**src/logic/rtc_set_pkg.sv**
```systemverilog
`default_nettype none

package rtc_set_pkg;

	//////////////////////////////
	// Field geometry
	//////////////////////////////

	// Seconds, minutes and hours
	localparam int num_fields = 3;

	// Binary field width, wide enough for 59
	localparam int field_w = 6;

	// Width of one BCD digit
	localparam int digit_w = 4;

	// Positions of the fields in the value arrays
	localparam int idx_sec  = 0;
	localparam int idx_min  = 1;
	localparam int idx_hour = 2;

	//////////////////////////////
	// Field values and limits
	//////////////////////////////

	// One binary field value
	typedef logic [field_w-1:0] field_value_t;

	// Largest value of each field, indexed as above
	localparam field_value_t field_max [num_fields] = '{
		6'd59,
		6'd59,
		6'd23
	};

	//////////////////////////////
	// Cursor and step commands
	//////////////////////////////

	// Field being set, cur_none freezes all fields
	typedef enum logic [1:0] {
		cur_none = 2'd0,
		cur_sec  = 2'd1,
		cur_min  = 2'd2,
		cur_hour = 2'd3
	} cursor_e;

	// Step strobe for one field, at most one member set
	typedef struct packed {
		logic up;
		logic down;
	} field_step_t;

	// Idle command
	localparam field_step_t step_none = '{up: 1'b0, down: 1'b0};

	//////////////////////////////
	// Display digits
	//////////////////////////////

	typedef logic [digit_w-1:0] bcd_digit_t;

	// Hours in the upper bits, seconds in the lower
	typedef struct packed {
		bcd_digit_t hour_tens;
		bcd_digit_t hour_ones;
		bcd_digit_t min_tens;
		bcd_digit_t min_ones;
		bcd_digit_t sec_tens;
		bcd_digit_t sec_ones;
	} time_bcd_t;

endpackage

`default_nettype wire

```
**src/logic/step_decoder.sv**
```systemverilog
`timescale 1ns/1ps
`default_nettype none

module step_decoder (
	input  logic                     btn_pulse,
	input  logic                     reset,
	input  rtc_set_pkg::cursor_e     cursor,
	input  logic                     up,
	input  logic                     down,
	output rtc_set_pkg::field_step_t steps [rtc_set_pkg::num_fields]
);

	import rtc_set_pkg::*;

	// One-hot select of the field under the cursor
	logic [num_fields-1:0] field_sel;

	// Command from the buttons, before field selection
	field_step_t press;

	// Command each field gets on the next edge
	field_step_t steps_next [num_fields];

	//////////////////////////////
	// Cursor decode
	//////////////////////////////

	always_comb begin
		field_sel = '0;
		case (cursor)
			cur_sec: begin
				field_sel[idx_sec] = 1'b1;
			end
			cur_min: begin
				field_sel[idx_min] = 1'b1;
			end
			cur_hour: begin
				field_sel[idx_hour] = 1'b1;
			end
			cur_none: begin
				field_sel = '0;
			end
			default: begin
				field_sel = '0;
			end
		endcase
	end

	//////////////////////////////
	// Button priority
	//////////////////////////////

	// Up wins when both buttons are held
	always_comb begin
		press = step_none;
		if (up) begin
			press.up = 1'b1;
		end else if (down) begin
			press.down = 1'b1;
		end
	end

	// Only the selected field sees the press
	always_comb begin
		for (int i = 0; i < num_fields; i++) begin
			if (field_sel[i]) begin
				steps_next[i] = press;
			end else begin
				steps_next[i] = step_none;
			end
		end
	end

	//////////////////////////////
	// Command register
	//////////////////////////////

	// One-cycle strobes, applied by the counters on the following edge
	always_ff @(posedge btn_pulse or posedge reset) begin
		if (reset) begin
			for (int i = 0; i < num_fields; i++) begin
				steps[i] <= step_none;
			end
		end else begin
			for (int i = 0; i < num_fields; i++) begin
				steps[i] <= steps_next[i];
			end
		end
	end

endmodule

`default_nettype wire

```
**src/logic/field_counter.sv**
```systemverilog
`timescale 1ns/1ps
`default_nettype none

module field_counter #(
	parameter rtc_set_pkg::field_value_t field_limit = 6'd59
) (
	input  logic                      btn_pulse,
	input  logic                      reset,
	input  rtc_set_pkg::field_step_t  step,
	output rtc_set_pkg::field_value_t value
);

	import rtc_set_pkg::*;

	// Wrap points in each direction
	logic at_limit;
	logic at_zero;

	// Neighbours of the current value
	field_value_t value_inc;
	field_value_t value_dec;

	// Value after this edge
	field_value_t value_next;

	//////////////////////////////
	// Wrap detection
	//////////////////////////////

	assign at_limit = (value == field_limit);
	assign at_zero  = (value == '0);

	//////////////////////////////
	// Step arithmetic
	//////////////////////////////

	// Up from the limit goes back to zero
	always_comb begin
		if (at_limit) begin
			value_inc = '0;
		end else begin
			value_inc = value + 1'b1;
		end
	end

	// Down from zero goes round to the limit
	always_comb begin
		if (at_zero) begin
			value_dec = field_limit;
		end else begin
			value_dec = value - 1'b1;
		end
	end

	// Hold unless a strobe arrives
	always_comb begin
		value_next = value;
		if (step.up) begin
			value_next = value_inc;
		end else if (step.down) begin
			value_next = value_dec;
		end
	end

	//////////////////////////////
	// Field register
	//////////////////////////////

	// No carry into the next field while setting
	always_ff @(posedge btn_pulse or posedge reset) begin
		if (reset) begin
			value <= '0;
		end else begin
			value <= value_next;
		end
	end

endmodule

`default_nettype wire

```
**src/logic/bcd_formatter.sv**
```systemverilog
`timescale 1ns/1ps
`default_nettype none

module bcd_formatter (
	input  rtc_set_pkg::field_value_t values [rtc_set_pkg::num_fields],
	output rtc_set_pkg::time_bcd_t    digits
);

	import rtc_set_pkg::*;

	// Split digits of each field
	bcd_digit_t tens [num_fields];
	bcd_digit_t ones [num_fields];

	//////////////////////////////
	// Digit split
	//////////////////////////////

	// Tens digit by comparison against multiples of ten
	function automatic bcd_digit_t tens_of(input field_value_t v);
		bcd_digit_t t;
		if (v >= 6'd50) begin
			t = 4'd5;
		end else if (v >= 6'd40) begin
			t = 4'd4;
		end else if (v >= 6'd30) begin
			t = 4'd3;
		end else if (v >= 6'd20) begin
			t = 4'd2;
		end else if (v >= 6'd10) begin
			t = 4'd1;
		end else begin
			t = 4'd0;
		end
		return t;
	endfunction

	// Remainder once the tens are taken off
	function automatic bcd_digit_t ones_of(input field_value_t v, input bcd_digit_t t);
		field_value_t tens_part;
		field_value_t rem;
		tens_part = field_value_t'(t) * field_value_t'(10);
		rem = v - tens_part;
		return rem[digit_w-1:0];
	endfunction

	always_comb begin
		for (int i = 0; i < num_fields; i++) begin
			tens[i] = tens_of(values[i]);
			ones[i] = ones_of(values[i], tens[i]);
		end
	end

	//////////////////////////////
	// Display packing
	//////////////////////////////

	// Hours first, as the display reads left to right
	always_comb begin
		digits.hour_tens = tens[idx_hour];
		digits.hour_ones = ones[idx_hour];
		digits.min_tens  = tens[idx_min];
		digits.min_ones  = ones[idx_min];
		digits.sec_tens  = tens[idx_sec];
		digits.sec_ones  = ones[idx_sec];
	end

endmodule

`default_nettype wire

```
**src/logic/rtc_time_set_top.sv**
```systemverilog
`timescale 1ns/1ps
`default_nettype none

module rtc_time_set_top (
	input  logic                   btn_pulse,
	input  logic                   reset,
	input  rtc_set_pkg::cursor_e   cursor,
	input  logic                   up,
	input  logic                   down,
	output rtc_set_pkg::time_bcd_t digits
);

	import rtc_set_pkg::*;

	// Registered strobes, one per field
	field_step_t steps [num_fields];

	// Binary field values, seconds at index 0
	field_value_t values [num_fields];

	//////////////////////////////
	// Button decode
	//////////////////////////////

	step_decoder i_step_decoder (
		.btn_pulse (btn_pulse),
		.reset     (reset),
		.cursor    (cursor),
		.up        (up),
		.down      (down),
		.steps     (steps)
	);

	//////////////////////////////
	// Field counters
	//////////////////////////////

	// Same counter for every field, only the limit changes
	generate
		for (genvar i = 0; i < num_fields; i++) begin : g_field
			field_counter #(
				.field_limit (field_max[i])
			) i_field_counter (
				.btn_pulse (btn_pulse),
				.reset     (reset),
				.step      (steps[i]),
				.value     (values[i])
			);
		end
	endgenerate

	//////////////////////////////
	// Display digits
	//////////////////////////////

	// Combinational, so digits trail the buttons by two edges
	bcd_formatter i_bcd_formatter (
		.values (values),
		.digits (digits)
	);

endmodule

`default_nettype wire

```
**config.mk**
```make
export PLATFORM = sky130hd
export DESIGN_NAME = rtc_time_set_top
export DESIGN_NICKNAME = d
export VERILOG_FILES = /design/src/logic/rtc_set_pkg.sv /design/src/logic/step_decoder.sv /design/src/logic/field_counter.sv /design/src/logic/bcd_formatter.sv /design/src/logic/rtc_time_set_top.sv
export SDC_FILE = /design/constraint.sdc
export NUM_CORES = 1
export LEC_CHECK = 0
export ABC_CLOCK_PERIOD_IN_PS = 6800
export BUFFER_PORTS_ARGS = -buffer_cell sky130_fd_sc_hd__buf_2
export CORE_MARGIN = 10
export CORE_UTILIZATION = 24
export DETAILED_ROUTE_END_ITERATION = 12
export SETUP_SLACK_MARGIN = 0.5
export SYNTH_ARGS = -nofsm -noshare
export SYNTH_HDL_FRONTEND = slang
export SYNTH_SLANG_ARGS = --single-unit
```
**constraint.sdc**
```tcl
create_clock -name btn_pulse -period 6.8 [get_ports btn_pulse]
set_clock_uncertainty 0.2 [all_clocks]
set_input_delay 0.34 -clock btn_pulse [delete_from_list [all_inputs] [get_ports btn_pulse]]
set_output_delay 0.34 -clock btn_pulse [all_outputs]
set_load 0.05 [all_outputs]
```
# --- Word level (Yosys, flattened, before mapping) ---
# Cells that the tools add are included.
classes:
  addsub: 9
  multipliers: 3
  n_lt_le_gt_ge: 15
  eq_ne: 6
  muxes: 36
  reduce_logical: 6
op_table:
  columns: ["operator", "count"]
  rows:
  - ["$mux 6", 12]
  - ["$mux 4", 12]
  - ["$ge 6x5->1 const B", 6]
  - ["$ge 6x6->1 const B", 6]
  - ["$add 6x1->6 const B", 3]
  - ["$ge 6x4->1 const B", 3]
  - ["$logic_not 6->1", 3]
  - ["$sub 6x1->6 const B", 3]
  - ["$eq 6x6->1 const B", 2]
  - ["$mul 4x3->3 const B", 3]
  - ["$sub 4x4->4", 3]
  - ["$mux 1", 9]
  - ["$eq 6x5->1 const B", 1]
  - ["$mux 2", 3]
  - ["$reduce_bool 2->1", 3]
  - ["$eq 2x2->1 const B", 2]
  - ["$eq 2x1->1 const B", 1]
totals:
  reg_bits: 24
  inputBits: 6
  out_inout_bits: 24
  wordCells: 84

# --- Logic depth before layout (Yosys ltp) ---
# Gate-level depths: netlist of run 1.
logic_depth:
  ltp_word: 8
  depth_mapped: 10

# --- By module ---
# Synthesis of run 1 repeated with hierarchy kept, for this count alone.
hier_totals:
  cells_unflattened: 280
  area_unflattened_um2: 2426.1
by_module_without_submodules:
  columns: ["module", "instances", "cells_per_inst", "area_per_inst_um2"]
  rows:
  - ["field_counter at g_field[0].i_field_counter ...", 2, 60, 558.0]
  - ["bcd_formatter", 1, 91, 615.6]
  - ["field_counter at g_field[2].i_field_counter", 1, 56, 478.0]
  - ["step_decoder", 1, 13, 216.5]

# --- Worst setup path before layout of run 1 ---
# Ideal clock, no wire load.
synth_timing:
  path_type: "register -> output"
  startpoint: "reg g_field[1].i_field_counter.value[3]"
  endpoint: "out digits[11] in the netlist's numbering"
  arrival_time_ps: 3452
  t_required_ps: 6260
  setup_slack_ps: 2808
  stages_incl_launch_ff: 8
  n_path_buf: 2
  cell_sequence: "dfrtp_1 > clkbuf_1 > buf_2 > o21ai_0 > o21ai_0 > fa_1 > xor2_1 > xnor2_1"
synth_lines:
  columns: ["element", "line_no", "text"]
  rows:
  - ["start, declared", "field_counter.sv:10", "output rtc_set_pkg::field_value_t value"]
  - ["start signal, assigned", "field_counter.sv:74", "value <= value_next;"]
  - ["end, declared", "rtc_time_set_top.sv:10", "output rtc_set_pkg::time_bcd_t digits"]

==> results of run 1 <==
[worst max-delay path, cell delays in order (launching register included)]
cell and delay (ps):
dfrtp_1 570, inv_1 140, ha_1 230, o21ai_0 140, a21oi_1 80, mux4_2 480, ha_1 210, fa_1 390
xor2_1 160, xnor2_1 150, buf_2 270
[final timing paths]
| path | from | endpoint | slack (ps) | depth (start not counted) |
|---|---|---|---|---|
| hold / removal | reset | g_field[1].i_field_counter.value[5] | 80 | 2 |
| setup / recovery | g_field[1].i_field_counter.value[0] | digits[11] | 3170 | 10 |
| min in group btn_pulse | cursor[0] | i_step_decoder.steps[2] | 90 | 2 |
| max in group asynchronous | reset | g_field[0].i_field_counter.value[4] | 5730 | 2 |
| hold reg to reg | g_field[2].i_field_counter.value[0] | g_field[2].i_field_counter.value[0] | 430 | 1 |
| setup reg to reg | g_field[0].i_field_counter.value[1] | g_field[0].i_field_counter.value[5] | 4760 | 5 |
[registers in the layout, summed over array words and instances (netlist names)]
name / cells
g_field.i_field_counter.value: 18
i_step_decoder.steps: 6
[stage by stage]
step / area [sq um] / util / hold slack [ps] / instances
2_1_floorplan: 2335 / - / 154.6 / 297
3_3_place_gp: 2479 / 0.2657 / 356.0 / 422
3_5_place_dp: 2479 / 0.2657 / 368.4 / 422
4_1_cts: 2520 / 0.2702 / 79.48 / 425
5_1_grt: 2520 / 0.2702 / 89.00 / 425
6_report: 2520 / 0.2702 / 83.79 / 425
[logic make-up after synthesis]
logic type	Yosys count
other	1
buffers and inverters	58
flip-flops	24
AND/OR/NAND/NOR	97
adder cells (fa/ha/maj)	17
AO/OA/AOI/OAI	88
multiplexers	3
XOR/XNOR	7
[cells in the mapped netlist (3+ instances only)]
library cell,instances
a211oi_1,3
a21oi_1,12
a31oi_1,4
buf_2,10
buf_4,6
clkbuf_1,13
dfrtp_1,24
fa_1,3
ha_1,14
inv_1,28
nand2_1,25
nand2b_1,8
nand3_1,4
nor2_1,19
nor2b_1,3
nor3_1,11
nor3b_1,4
nor4_1,3
o21ai_0,21
o22ai_1,7
o31ai_1,3
xnor2_1,4
xor2_1,3
[area by class of cell]
cell class	count	area share
flip-flops and latches	24	0.2383
clock buffers	3	0.01639
repair buffers	26	0.05164
multi-input cells	215	0.5879
inverters	28	0.04171
well taps	129	0.06405
[metal layers]
layer	GRT usage	up-vias	wire (um)
met5	0	-	0
met4	0.01908	0	40
met3	0.01475	5	240
met2	0.1203	51	2451
met1	0.09534	987	2503
li1	-	1068	-
==> qor.csv, run 1 <==
metric,value,unit
1st-pass router iterations,4,
floorplan die area,14040,sq um
DRC violation count after routing,0,
Compound-Gate Fraction of Synth Area,0.2602,
RSZ-0062 raised after global routing,no,
via count of the first global-routing pass,1980,
crit path time final,3628,ps
Final setup violation count,0,
Synth Instances,295,
data required time at the worst endpoint,6260,ps
core area,9328,sq um
outcome,"complete, no violations",
Synth Area in Simple Gates,0.2258,
DR vias,2111,
largest net degree at the start of global routing,25,
total routing resource utilization after global routing,0.07321,
critical path startpoint category,register,
path category of the worst min-delay check,in -> async,
horizontal die dimension,118.5,um
global-route wire length before repair,9.177,mm
Peak Freq,275.6,MHz
CP max FO,12,
total of cells resized after clock tree synthesis,0,
multi-input gate area in the final layout,1481,sq um
antenna violations before repair,0,
diodes inserted,0,
cell type contributing the most total cell area after synthesis,dfrtp_1,
multiplexer share of the synthesized area,0.01828,
Main synth FF type,dfrtp_1,
kind of critical path,reg -> out,
fraction of synthesized cell area in xor and xnor cells,0.02634,
estimated wirelength of the detail-placed design,3.881,mm
fill cell total of the finished layout,1008,
root buffer selected by CTS,clkbuf_8,
via density per instance,4.967,
"Remaining Overflow, GRT",0,
synth-to-layout area growth,8.280,%
clk_lat worst skew,260,ps
"Async S/R FF share, synth",1.000,
Routed wire per std cell,12.32,um
number of distinct library cells after synthesis,63,
CP endpoint kind,output port,
Slew Limit Headroom,0.3580,
clock tree buffer depth,2,
final count of pins violating max slew,0,
number of buffers added by the clock tree synthesis step,3,
Worst Path Arrival,3090,ps
final routed wirelength across all metal layers,5.236,mm
count of input and output buffers,26,
drt first-iter violations,156,
layout cell share with drive strength beyond 1,0.1149,
Clock Sink Count,24,
Tcrit/Tclk final,0.5335,
area of the mapped netlist,2327,sq um
Adder-Cell Fraction of Synth Area,0.1011,
hold bufs inserted after CTS,0,
Worst Slack Setup Final,3172,ps
height of the chip,118.5,um
routability congestion estimate from global placement,0.8153,
Initial Utilization,0.2495,
average size of a mapped cell,7.889,sq um
most used cells in the layout excluding fill and tap cells,"28 x inv_1, 26 x buf_2, 25 x nand2_1",
register area share after synthesis,0.2581,
total of warnings raised by yosys,0,
count of state elements after synthesis,24,
final antenna-violating net count,0,
clock tree from TritonCTS,done,
Nets,321,
clock transition at the register clock pins on the worst setup and hold paths after CTS,80,ps
buffers inserted by post-CTS timing repair,0,
CTS H-tree depth,1,
Setup TNS,0,ps
transition time of the tightest slew-check pin,962.0,ps
"most common cell after layout, fill and taps aside",inv_1,
"EDFF count, synth",0,
Final Hold Vio Count,0,
number of max-cap violations,0,
top-area cell type share of the netlist area,0.2581,
"top cells by area, synth","dfrtp_1 26%, ha_1 7.5%, inv_1 4.5%, o21ai_0 4.5%, nand2_1 4.0%",
combinational family with the most area after synthesis,compound AO/OA/AOI/OAI gates,
combined flip-flop and latch cell area,600.6,sq um
Rows,35,
worst slack after detailed placement,3498,ps
I/O pins,30,
Power of run 1 is left out: the tool's default activity adds up to more than one toggle a clock period on the data nets, which glitch-free logic cannot reach.
==> inputs of run 2 (changes only) <==
--- a/config.mk
+++ b/config.mk
@@ -5,7 +5,7 @@
 export SDC_FILE = /design/constraint.sdc
 export NUM_CORES = 1
 export LEC_CHECK = 0
-export ABC_CLOCK_PERIOD_IN_PS = 6800
+export ABC_CLOCK_PERIOD_IN_PS = 3500
 export BUFFER_PORTS_ARGS = -buffer_cell sky130_fd_sc_hd__buf_2
 export CORE_MARGIN = 10
 export CORE_UTILIZATION = 24
==> constraint.sdc (replaced) <==
create_clock -name btn_pulse -period 3.5 [get_ports btn_pulse]
set_clock_uncertainty 0.2 [all_clocks]
set_input_delay 0.175 -clock btn_pulse [delete_from_list [all_inputs] [get_ports btn_pulse]]
set_output_delay 0.175 -clock btn_pulse [all_outputs]
set_load 0.05 [all_outputs]
==> run 2 against run 1 <==
Sequential cell count is the same. Setup slack lost 2600 ps. Wire length grew 9.5%. Via count grew 6.7%. Global-route usage grew 0.53 points. Register-to-register slack lost 3300 ps. Clock-buffer cell count is the same. First-iteration DRC count grew 69%. Core utilization grew 4.0 points. Critical path type unchanged.
==> qor.csv, run 2 (synthesis results as in run 1) <==
metric,value,unit,change
outcome,"complete, no violations",,
Slew Limit Headroom,0.3752,,+0.01723
clock transition at the register clock pins on the worst setup and hold paths after CTS,80,ps,about the same
antenna violations before repair,0,,unchanged
estimated wirelength of the detail-placed design,4.069,mm,+4.8%
DR vias,2253,,+6.7%
via density per instance,5.007,,+0.80%
final antenna-violating net count,0,,unchanged
path category of the worst min-delay check,reg -> reg,,
root buffer selected by CTS,clkbuf_8,,
"most common cell after layout, fill and taps aside",inv_1,,
number of max-cap violations,0,,unchanged
Worst Path Arrival,2600,ps,-490 ps
CP endpoint kind,output port,,
Final setup violation count,0,,unchanged
Rows,35,,unchanged
via count of the first global-routing pass,2081,,+5.1%
routability congestion estimate from global placement,0.8014,,-1.7%
capture instance of the worst register-to-register path,g_field[0].i_field_counter.value[5],,
startpoint of the worst hold path,g_field[1].i_field_counter.value[4],,
transition time of the tightest slew-check pin,936.2,ps,-25.82 ps
final routed wirelength across all metal layers,5.736,mm,+9.5%
floorplan die area,14040,sq um,unchanged
clk_lat worst skew,260,ps,about the same
CTS H-tree depth,1,,unchanged
Setup TNS,0,ps,unchanged
kind of critical path,reg -> out,,
worst slack after detailed placement,462.9,ps,-3035 ps
I/O pins,30,,unchanged
Final Hold Vio Count,0,,unchanged
clock tree buffer depth,2,,unchanged
DRC violation count after routing,0,,unchanged
Nets,346,,+7.8%
1st-pass router iterations,4,,unchanged
count of input and output buffers,26,,unchanged
Peak Freq,336.5,MHz,
startpoint of the most critical register-to-register path,g_field[0].i_field_counter.value[1],,
R2R Setup Slk,1410,ps,-3350 ps
global-route wire length before repair,9.860,mm,+7.4%
core area,9328,sq um,unchanged
clock tree from TritonCTS,done,,
Clock Sink Count,24,,unchanged
Worst Slack Setup Final,528.1,ps,-2644 ps
CP max FO,2,,-10
number of buffers added by the clock tree synthesis step,3,,unchanged
largest registers,"g_field.i_field_counter.value (18), i_step_decoder.steps (6)",,
"Remaining Overflow, GRT",0,,unchanged
data required time at the worst endpoint,3120,ps,-3140 ps
RSZ-0062 raised after global routing,yes,,
Routed wire per std cell,12.75,um,+3.5%
diodes inserted,0,,unchanged
final count of pins violating max slew,0,,unchanged
synth-to-layout area growth,24.30,%,
hold-critical path endpoint,g_field[1].i_field_counter.value[4],,
number of cells on the worst reg-to-reg path,7,,+2
Largest register FFs,18,,unchanged
Tcrit/Tclk final,0.8491,,
Initial Utilization,0.2495,,unchanged
largest net degree at the start of global routing,25,,unchanged
register with the most flip-flops,g_field.i_field_counter.value,,
most used cells in the layout excluding fill and tap cells,"26 x inv_1, 25 x nand2_1, 23 x buf_2",,
crit path time final,2972,ps,
drt first-iter violations,263,,+69%
total routing resource utilization after global routing,0.07851,,+0.005300
critical path startpoint category,register,,
height of the chip,118.5,um,unchanged
layout cell share with drive strength beyond 1,0.2523,,+0.1375
horizontal die dimension,118.5,um,unchanged
number of cells on the worst hold path,2,,
-- run 2: cell types whose count changed in the layout (fill, tap and decap cells not counted), moves of 4 or more --
cell	before	now
xnor2_1	4	0
dfrtp_1	24	15
dfrtp_2	0	9
o21ai_0	21	17
buf_4	0	19
dlygate4sd3_1	0	6
-- run 2: worst max-delay path by stage --
stage                                        startpoint    endpoint  slack (ps)  cells past startpoint
global placement    g_field[1].i_field_counter.value[1]  digits[11]         510                      9
finish              g_field[1].i_field_counter.value[1]  digits[11]         530                      9
CTS                 g_field[1].i_field_counter.value[1]  digits[11]         440                      9
detailed placement  g_field[1].i_field_counter.value[1]  digits[11]         460                      9
global route        g_field[1].i_field_counter.value[1]  digits[11]         410                      9
floorplan           g_field[1].i_field_counter.value[0]  digits[11]         380                     10
-- run 2: critical path, stage by stage, from the launching register on --
cell	delay [ps]
dfrtp_2	430
ha_4	160
o21ai_1	120
a21oi_1	70
mux4_2	510
ha_4	180
fa_2	370
xor2_4	200
xnor2_4	130
buf_6	170
-- run 2: stage by stage --
step,utilization,std cells,hold WS [ps],instance area [sq um]
floorplan,-,297,-10.38,2420
detailed placement,0.2794,429,196.5,2606
CTS,0.3006,442,422.2,2804
global placement,0.2794,429,193.6,2606
global route,0.3101,450,446.2,2893
finish,0.3101,450,403.4,2893
-- run 2: routing by layer --
| layer | GRT usage | up-vias | part of all wire |
|---|---|---|---|
| met3 | 0.02047 | 8 | 0.045 |
| met1 | 0.1054 | 1088 | 0.47 |
| li1 | - | 1109 | - |
| met5 | 0 | - | 0 |
| met2 | 0.1259 | 48 | 0.47 |
| met4 | 0.01145 | 0 | 0.010 |
-- run 2: cell type report --
class | instances | area (sq um)
timing repair buffer | 51 | 351.6
tap | 129 | 161.4
inverter | 28 | 105.1
sequential | 24 | 611.8
multi-input combinational | 215 | 1622
fill | 990 | 6435
clock buffer | 3 | 41.29
-- run 2: repair_timing --
item / 4_1_cts / 5_1_grt
pin swaps: 5 / 2
gates resized for setup: 23 / 8
buffers inserted: 4 / 8
endpoints found under the setup margin: 4 / 3
endpoints found under the hold margin: 29 / 0
hold buffers: 6 / 0
Power of run 2 is left out for the same reason.
==> inputs of run 3 (changes only) <==
--- a/config.mk
+++ b/config.mk
@@ -5,7 +5,7 @@
 export SDC_FILE = /design/constraint.sdc
 export NUM_CORES = 1
 export LEC_CHECK = 0
-export ABC_CLOCK_PERIOD_IN_PS = 3500
+export ABC_CLOCK_PERIOD_IN_PS = 2600
 export BUFFER_PORTS_ARGS = -buffer_cell sky130_fd_sc_hd__buf_2
 export CORE_MARGIN = 10
 export CORE_UTILIZATION = 24
==> constraint.sdc (replaced) <==
create_clock -name btn_pulse -period 2.6 [get_ports btn_pulse]
set_clock_uncertainty 0.2 [all_clocks]
set_input_delay 0.13 -clock btn_pulse [delete_from_list [all_inputs] [get_ports btn_pulse]]
set_output_delay 0.13 -clock btn_pulse [all_outputs]
set_load 0.05 [all_outputs]
==> run 3 against run 2 <==
The flow now finishes with violations (setup timing). Sequential cell count unchanged. Cell count up 6.2%. Core utilization up 4.5 points. Wire length up 8.0%. Highest routed layer unchanged.
==> qor.csv, run 3 (synthesis results as in run 1) <==
metric,value,unit,change
data required time at the worst endpoint,2270,ps,-850 ps
estimated wirelength of the detail-placed design,4.719,mm,+16%
Peak Freq,341.7,MHz,
Final setup violation count,4,,+4
kind of critical path,reg -> out,,
via count of the first global-routing pass,2317,,+11%
largest net degree at the start of global routing,25,,unchanged
Worst Slack Setup Final,-326.9,ps,-855.0 ps
horizontal die dimension,118.5,um,unchanged
1st-pass router iterations,4,,unchanged
"most common cell after layout, fill and taps aside",buf_4,,
crit path time final,2927,ps,
most used cells in the layout excluding fill and tap cells,"44 x buf_4, 25 x nand2_1, 20 x dfrtp_1",,
height of the chip,118.5,um,unchanged
Routed wire per std cell,12.96,um,+1.7%
Clock Sink Count,24,,unchanged
synth-to-layout area growth,42.26,%,
floorplan die area,14040,sq um,unchanged
CP max FO,2,,unchanged
global-route wire length before repair,10.69,mm,+8.4%
layout cell share with drive strength beyond 1,0.3524,,+0.1001
clock transition at the register clock pins on the worst setup and hold paths after CTS,90,ps,about the same
Largest register FFs,18,,unchanged
"Remaining Overflow, GRT",0,,unchanged
critical path startpoint category,register,,
clock tree from TritonCTS,done,,
transition time of the tightest slew-check pin,700.2,ps,-236.0 ps
RSZ-0062 raised after global routing,yes,,
Initial Utilization,0.2495,,unchanged
largest registers,"g_field.i_field_counter.value (18), i_step_decoder.steps (6)",,
fill cell total of the finished layout,948,,-4.2%
root buffer selected by CTS,clkbuf_8,,
Rows,35,,unchanged
total routing resource utilization after global routing,0.08408,,+0.005566
via density per instance,4.841,,-3.3%
clk_lat worst skew,260,ps,about the same
antenna violations before repair,0,,unchanged
clock tree buffer depth,2,,unchanged
final routed wirelength across all metal layers,6.195,mm,+8.0%
Tcrit/Tclk final,1.126,,
Setup TNS,-734.0,ps,-734.0 ps
count of input and output buffers,26,,unchanged
DR vias,2314,,+2.7%
Worst Path Arrival,2600,ps,about the same
"Largest stage delay, worst path",510,ps,about the same
diodes inserted,0,,unchanged
Nets,373,,+7.8%
CTS H-tree depth,1,,unchanged
path category of the worst min-delay check,in -> async,,
"Max stage delay cell, worst path",mux4_2,,
final antenna-violating net count,0,,unchanged
Slew Limit Headroom,0.5332,,+0.1580
R2R Setup Slk,600,ps,-810 ps
Final Hold Vio Count,0,,unchanged
I/O pins,30,,unchanged
drt first-iter violations,158,,-40%
CP endpoint kind,output port,,
DRC violation count after routing,0,,unchanged
routability congestion estimate from global placement,0.8754,,+9.2%
Most Frequent Cell on Critical Path,ha_4,,
number of buffers added by the clock tree synthesis step,3,,unchanged
final count of pins violating max slew,0,,unchanged
register with the most flip-flops,g_field.i_field_counter.value,,
"Cell Chain, Critical Path",inv_4 -> ha_4 -> o21ai_2 -> a21oi_1 -> mux4_2 -> ha_4 -> fa_2 -> xor2_4 -> xnor2_4 -> buf_6,,
violated checks,setup timing,,
core area,9328,sq um,unchanged
number of max-cap violations,0,,unchanged
outcome,finished with violations,,
==> run 3: what timing repair did <==
item                       in CTS  in global routing
pin swaps                      13                  5
setup buffers                   3                  2
hold endpoints to repair       30                  0
resized for setup              32                 13
hold buffers                    7                  0
setup endpoints to repair      10                 14
==> run 3: routing by layer <==
layer | share of wire | wire [um] | up-vias | GRT usage
li1 | - | - | 1160 | -
met1 | 0.46 | 2863 | 1111 | 0.1061
met2 | 0.50 | 3112 | 39 | 0.1481
met3 | 0.030 | 185 | 4 | 0.01428
met4 | 0.0055 | 34 | 0 | 0.01374
met5 | 0 | 0 | - | 0
==> run 3: cell type report <==
class / count / area, sq um / share of cell area
clock buffer: 4 / 55.05 / 0.01663
inverter: 28 / 121.4 / 0.03666
multi-input combinational: 215 / 1738 / 0.5249
sequential: 24 / 605.6 / 0.1829
tap: 129 / 161.4 / 0.04875
timing repair buffer: 78 / 629.4 / 0.1901
==> run 3: worst paths after layout <==
check / startpoint / end / cells past startpoint
worst max-delay path: g_field[1].i_field_counter.value[0] / digits[11] / 10
worst max register to register: g_field[1].i_field_counter.value[0] / g_field[1].i_field_counter.value[5] / 7
worst min register to register: g_field[2].i_field_counter.value[0] / g_field[2].i_field_counter.value[0] / 2
max in group asynchronous: reset / g_field[0].i_field_counter.value[4] / 4
worst min-delay path: reset / g_field[2].i_field_counter.value[0] / 4
min in group btn_pulse: g_field[2].i_field_counter.value[0] / g_field[2].i_field_counter.value[0] / 2
==> run 3: per-stage QoR <==
stage | instance area [sq um] | utilization | hold WS, ps | setup slack, ps | cells
4_1_cts | 3268 | 0.3504 | 250.3 | -376.1 | 476
5_1_grt | 3311 | 0.3549 | 281.3 | -422.7 | 478
2_1_floorplan | 2609 | - | -55.52 | -423.3 | 297
3_3_place_gp | 3025 | 0.3243 | -4.087 | -160.2 | 462
3_5_place_dp | 3025 | 0.3243 | 2.486 | -211.7 | 462
6_report | 3311 | 0.3549 | 236.9 | -326.9 | 478
==> run 3: worst max-delay path: cells and delay by family, from the launching register on <==
family	cells	cell delay [ps]
multiplexers	1	510
flip-flops	1	400
AO/OA/AOI/OAI	2	170
adder cells (fa/ha/maj)	3	700
XOR/XNOR	2	330
buffers and inverters	2	220
Power of run 3 is left out for the same reason.
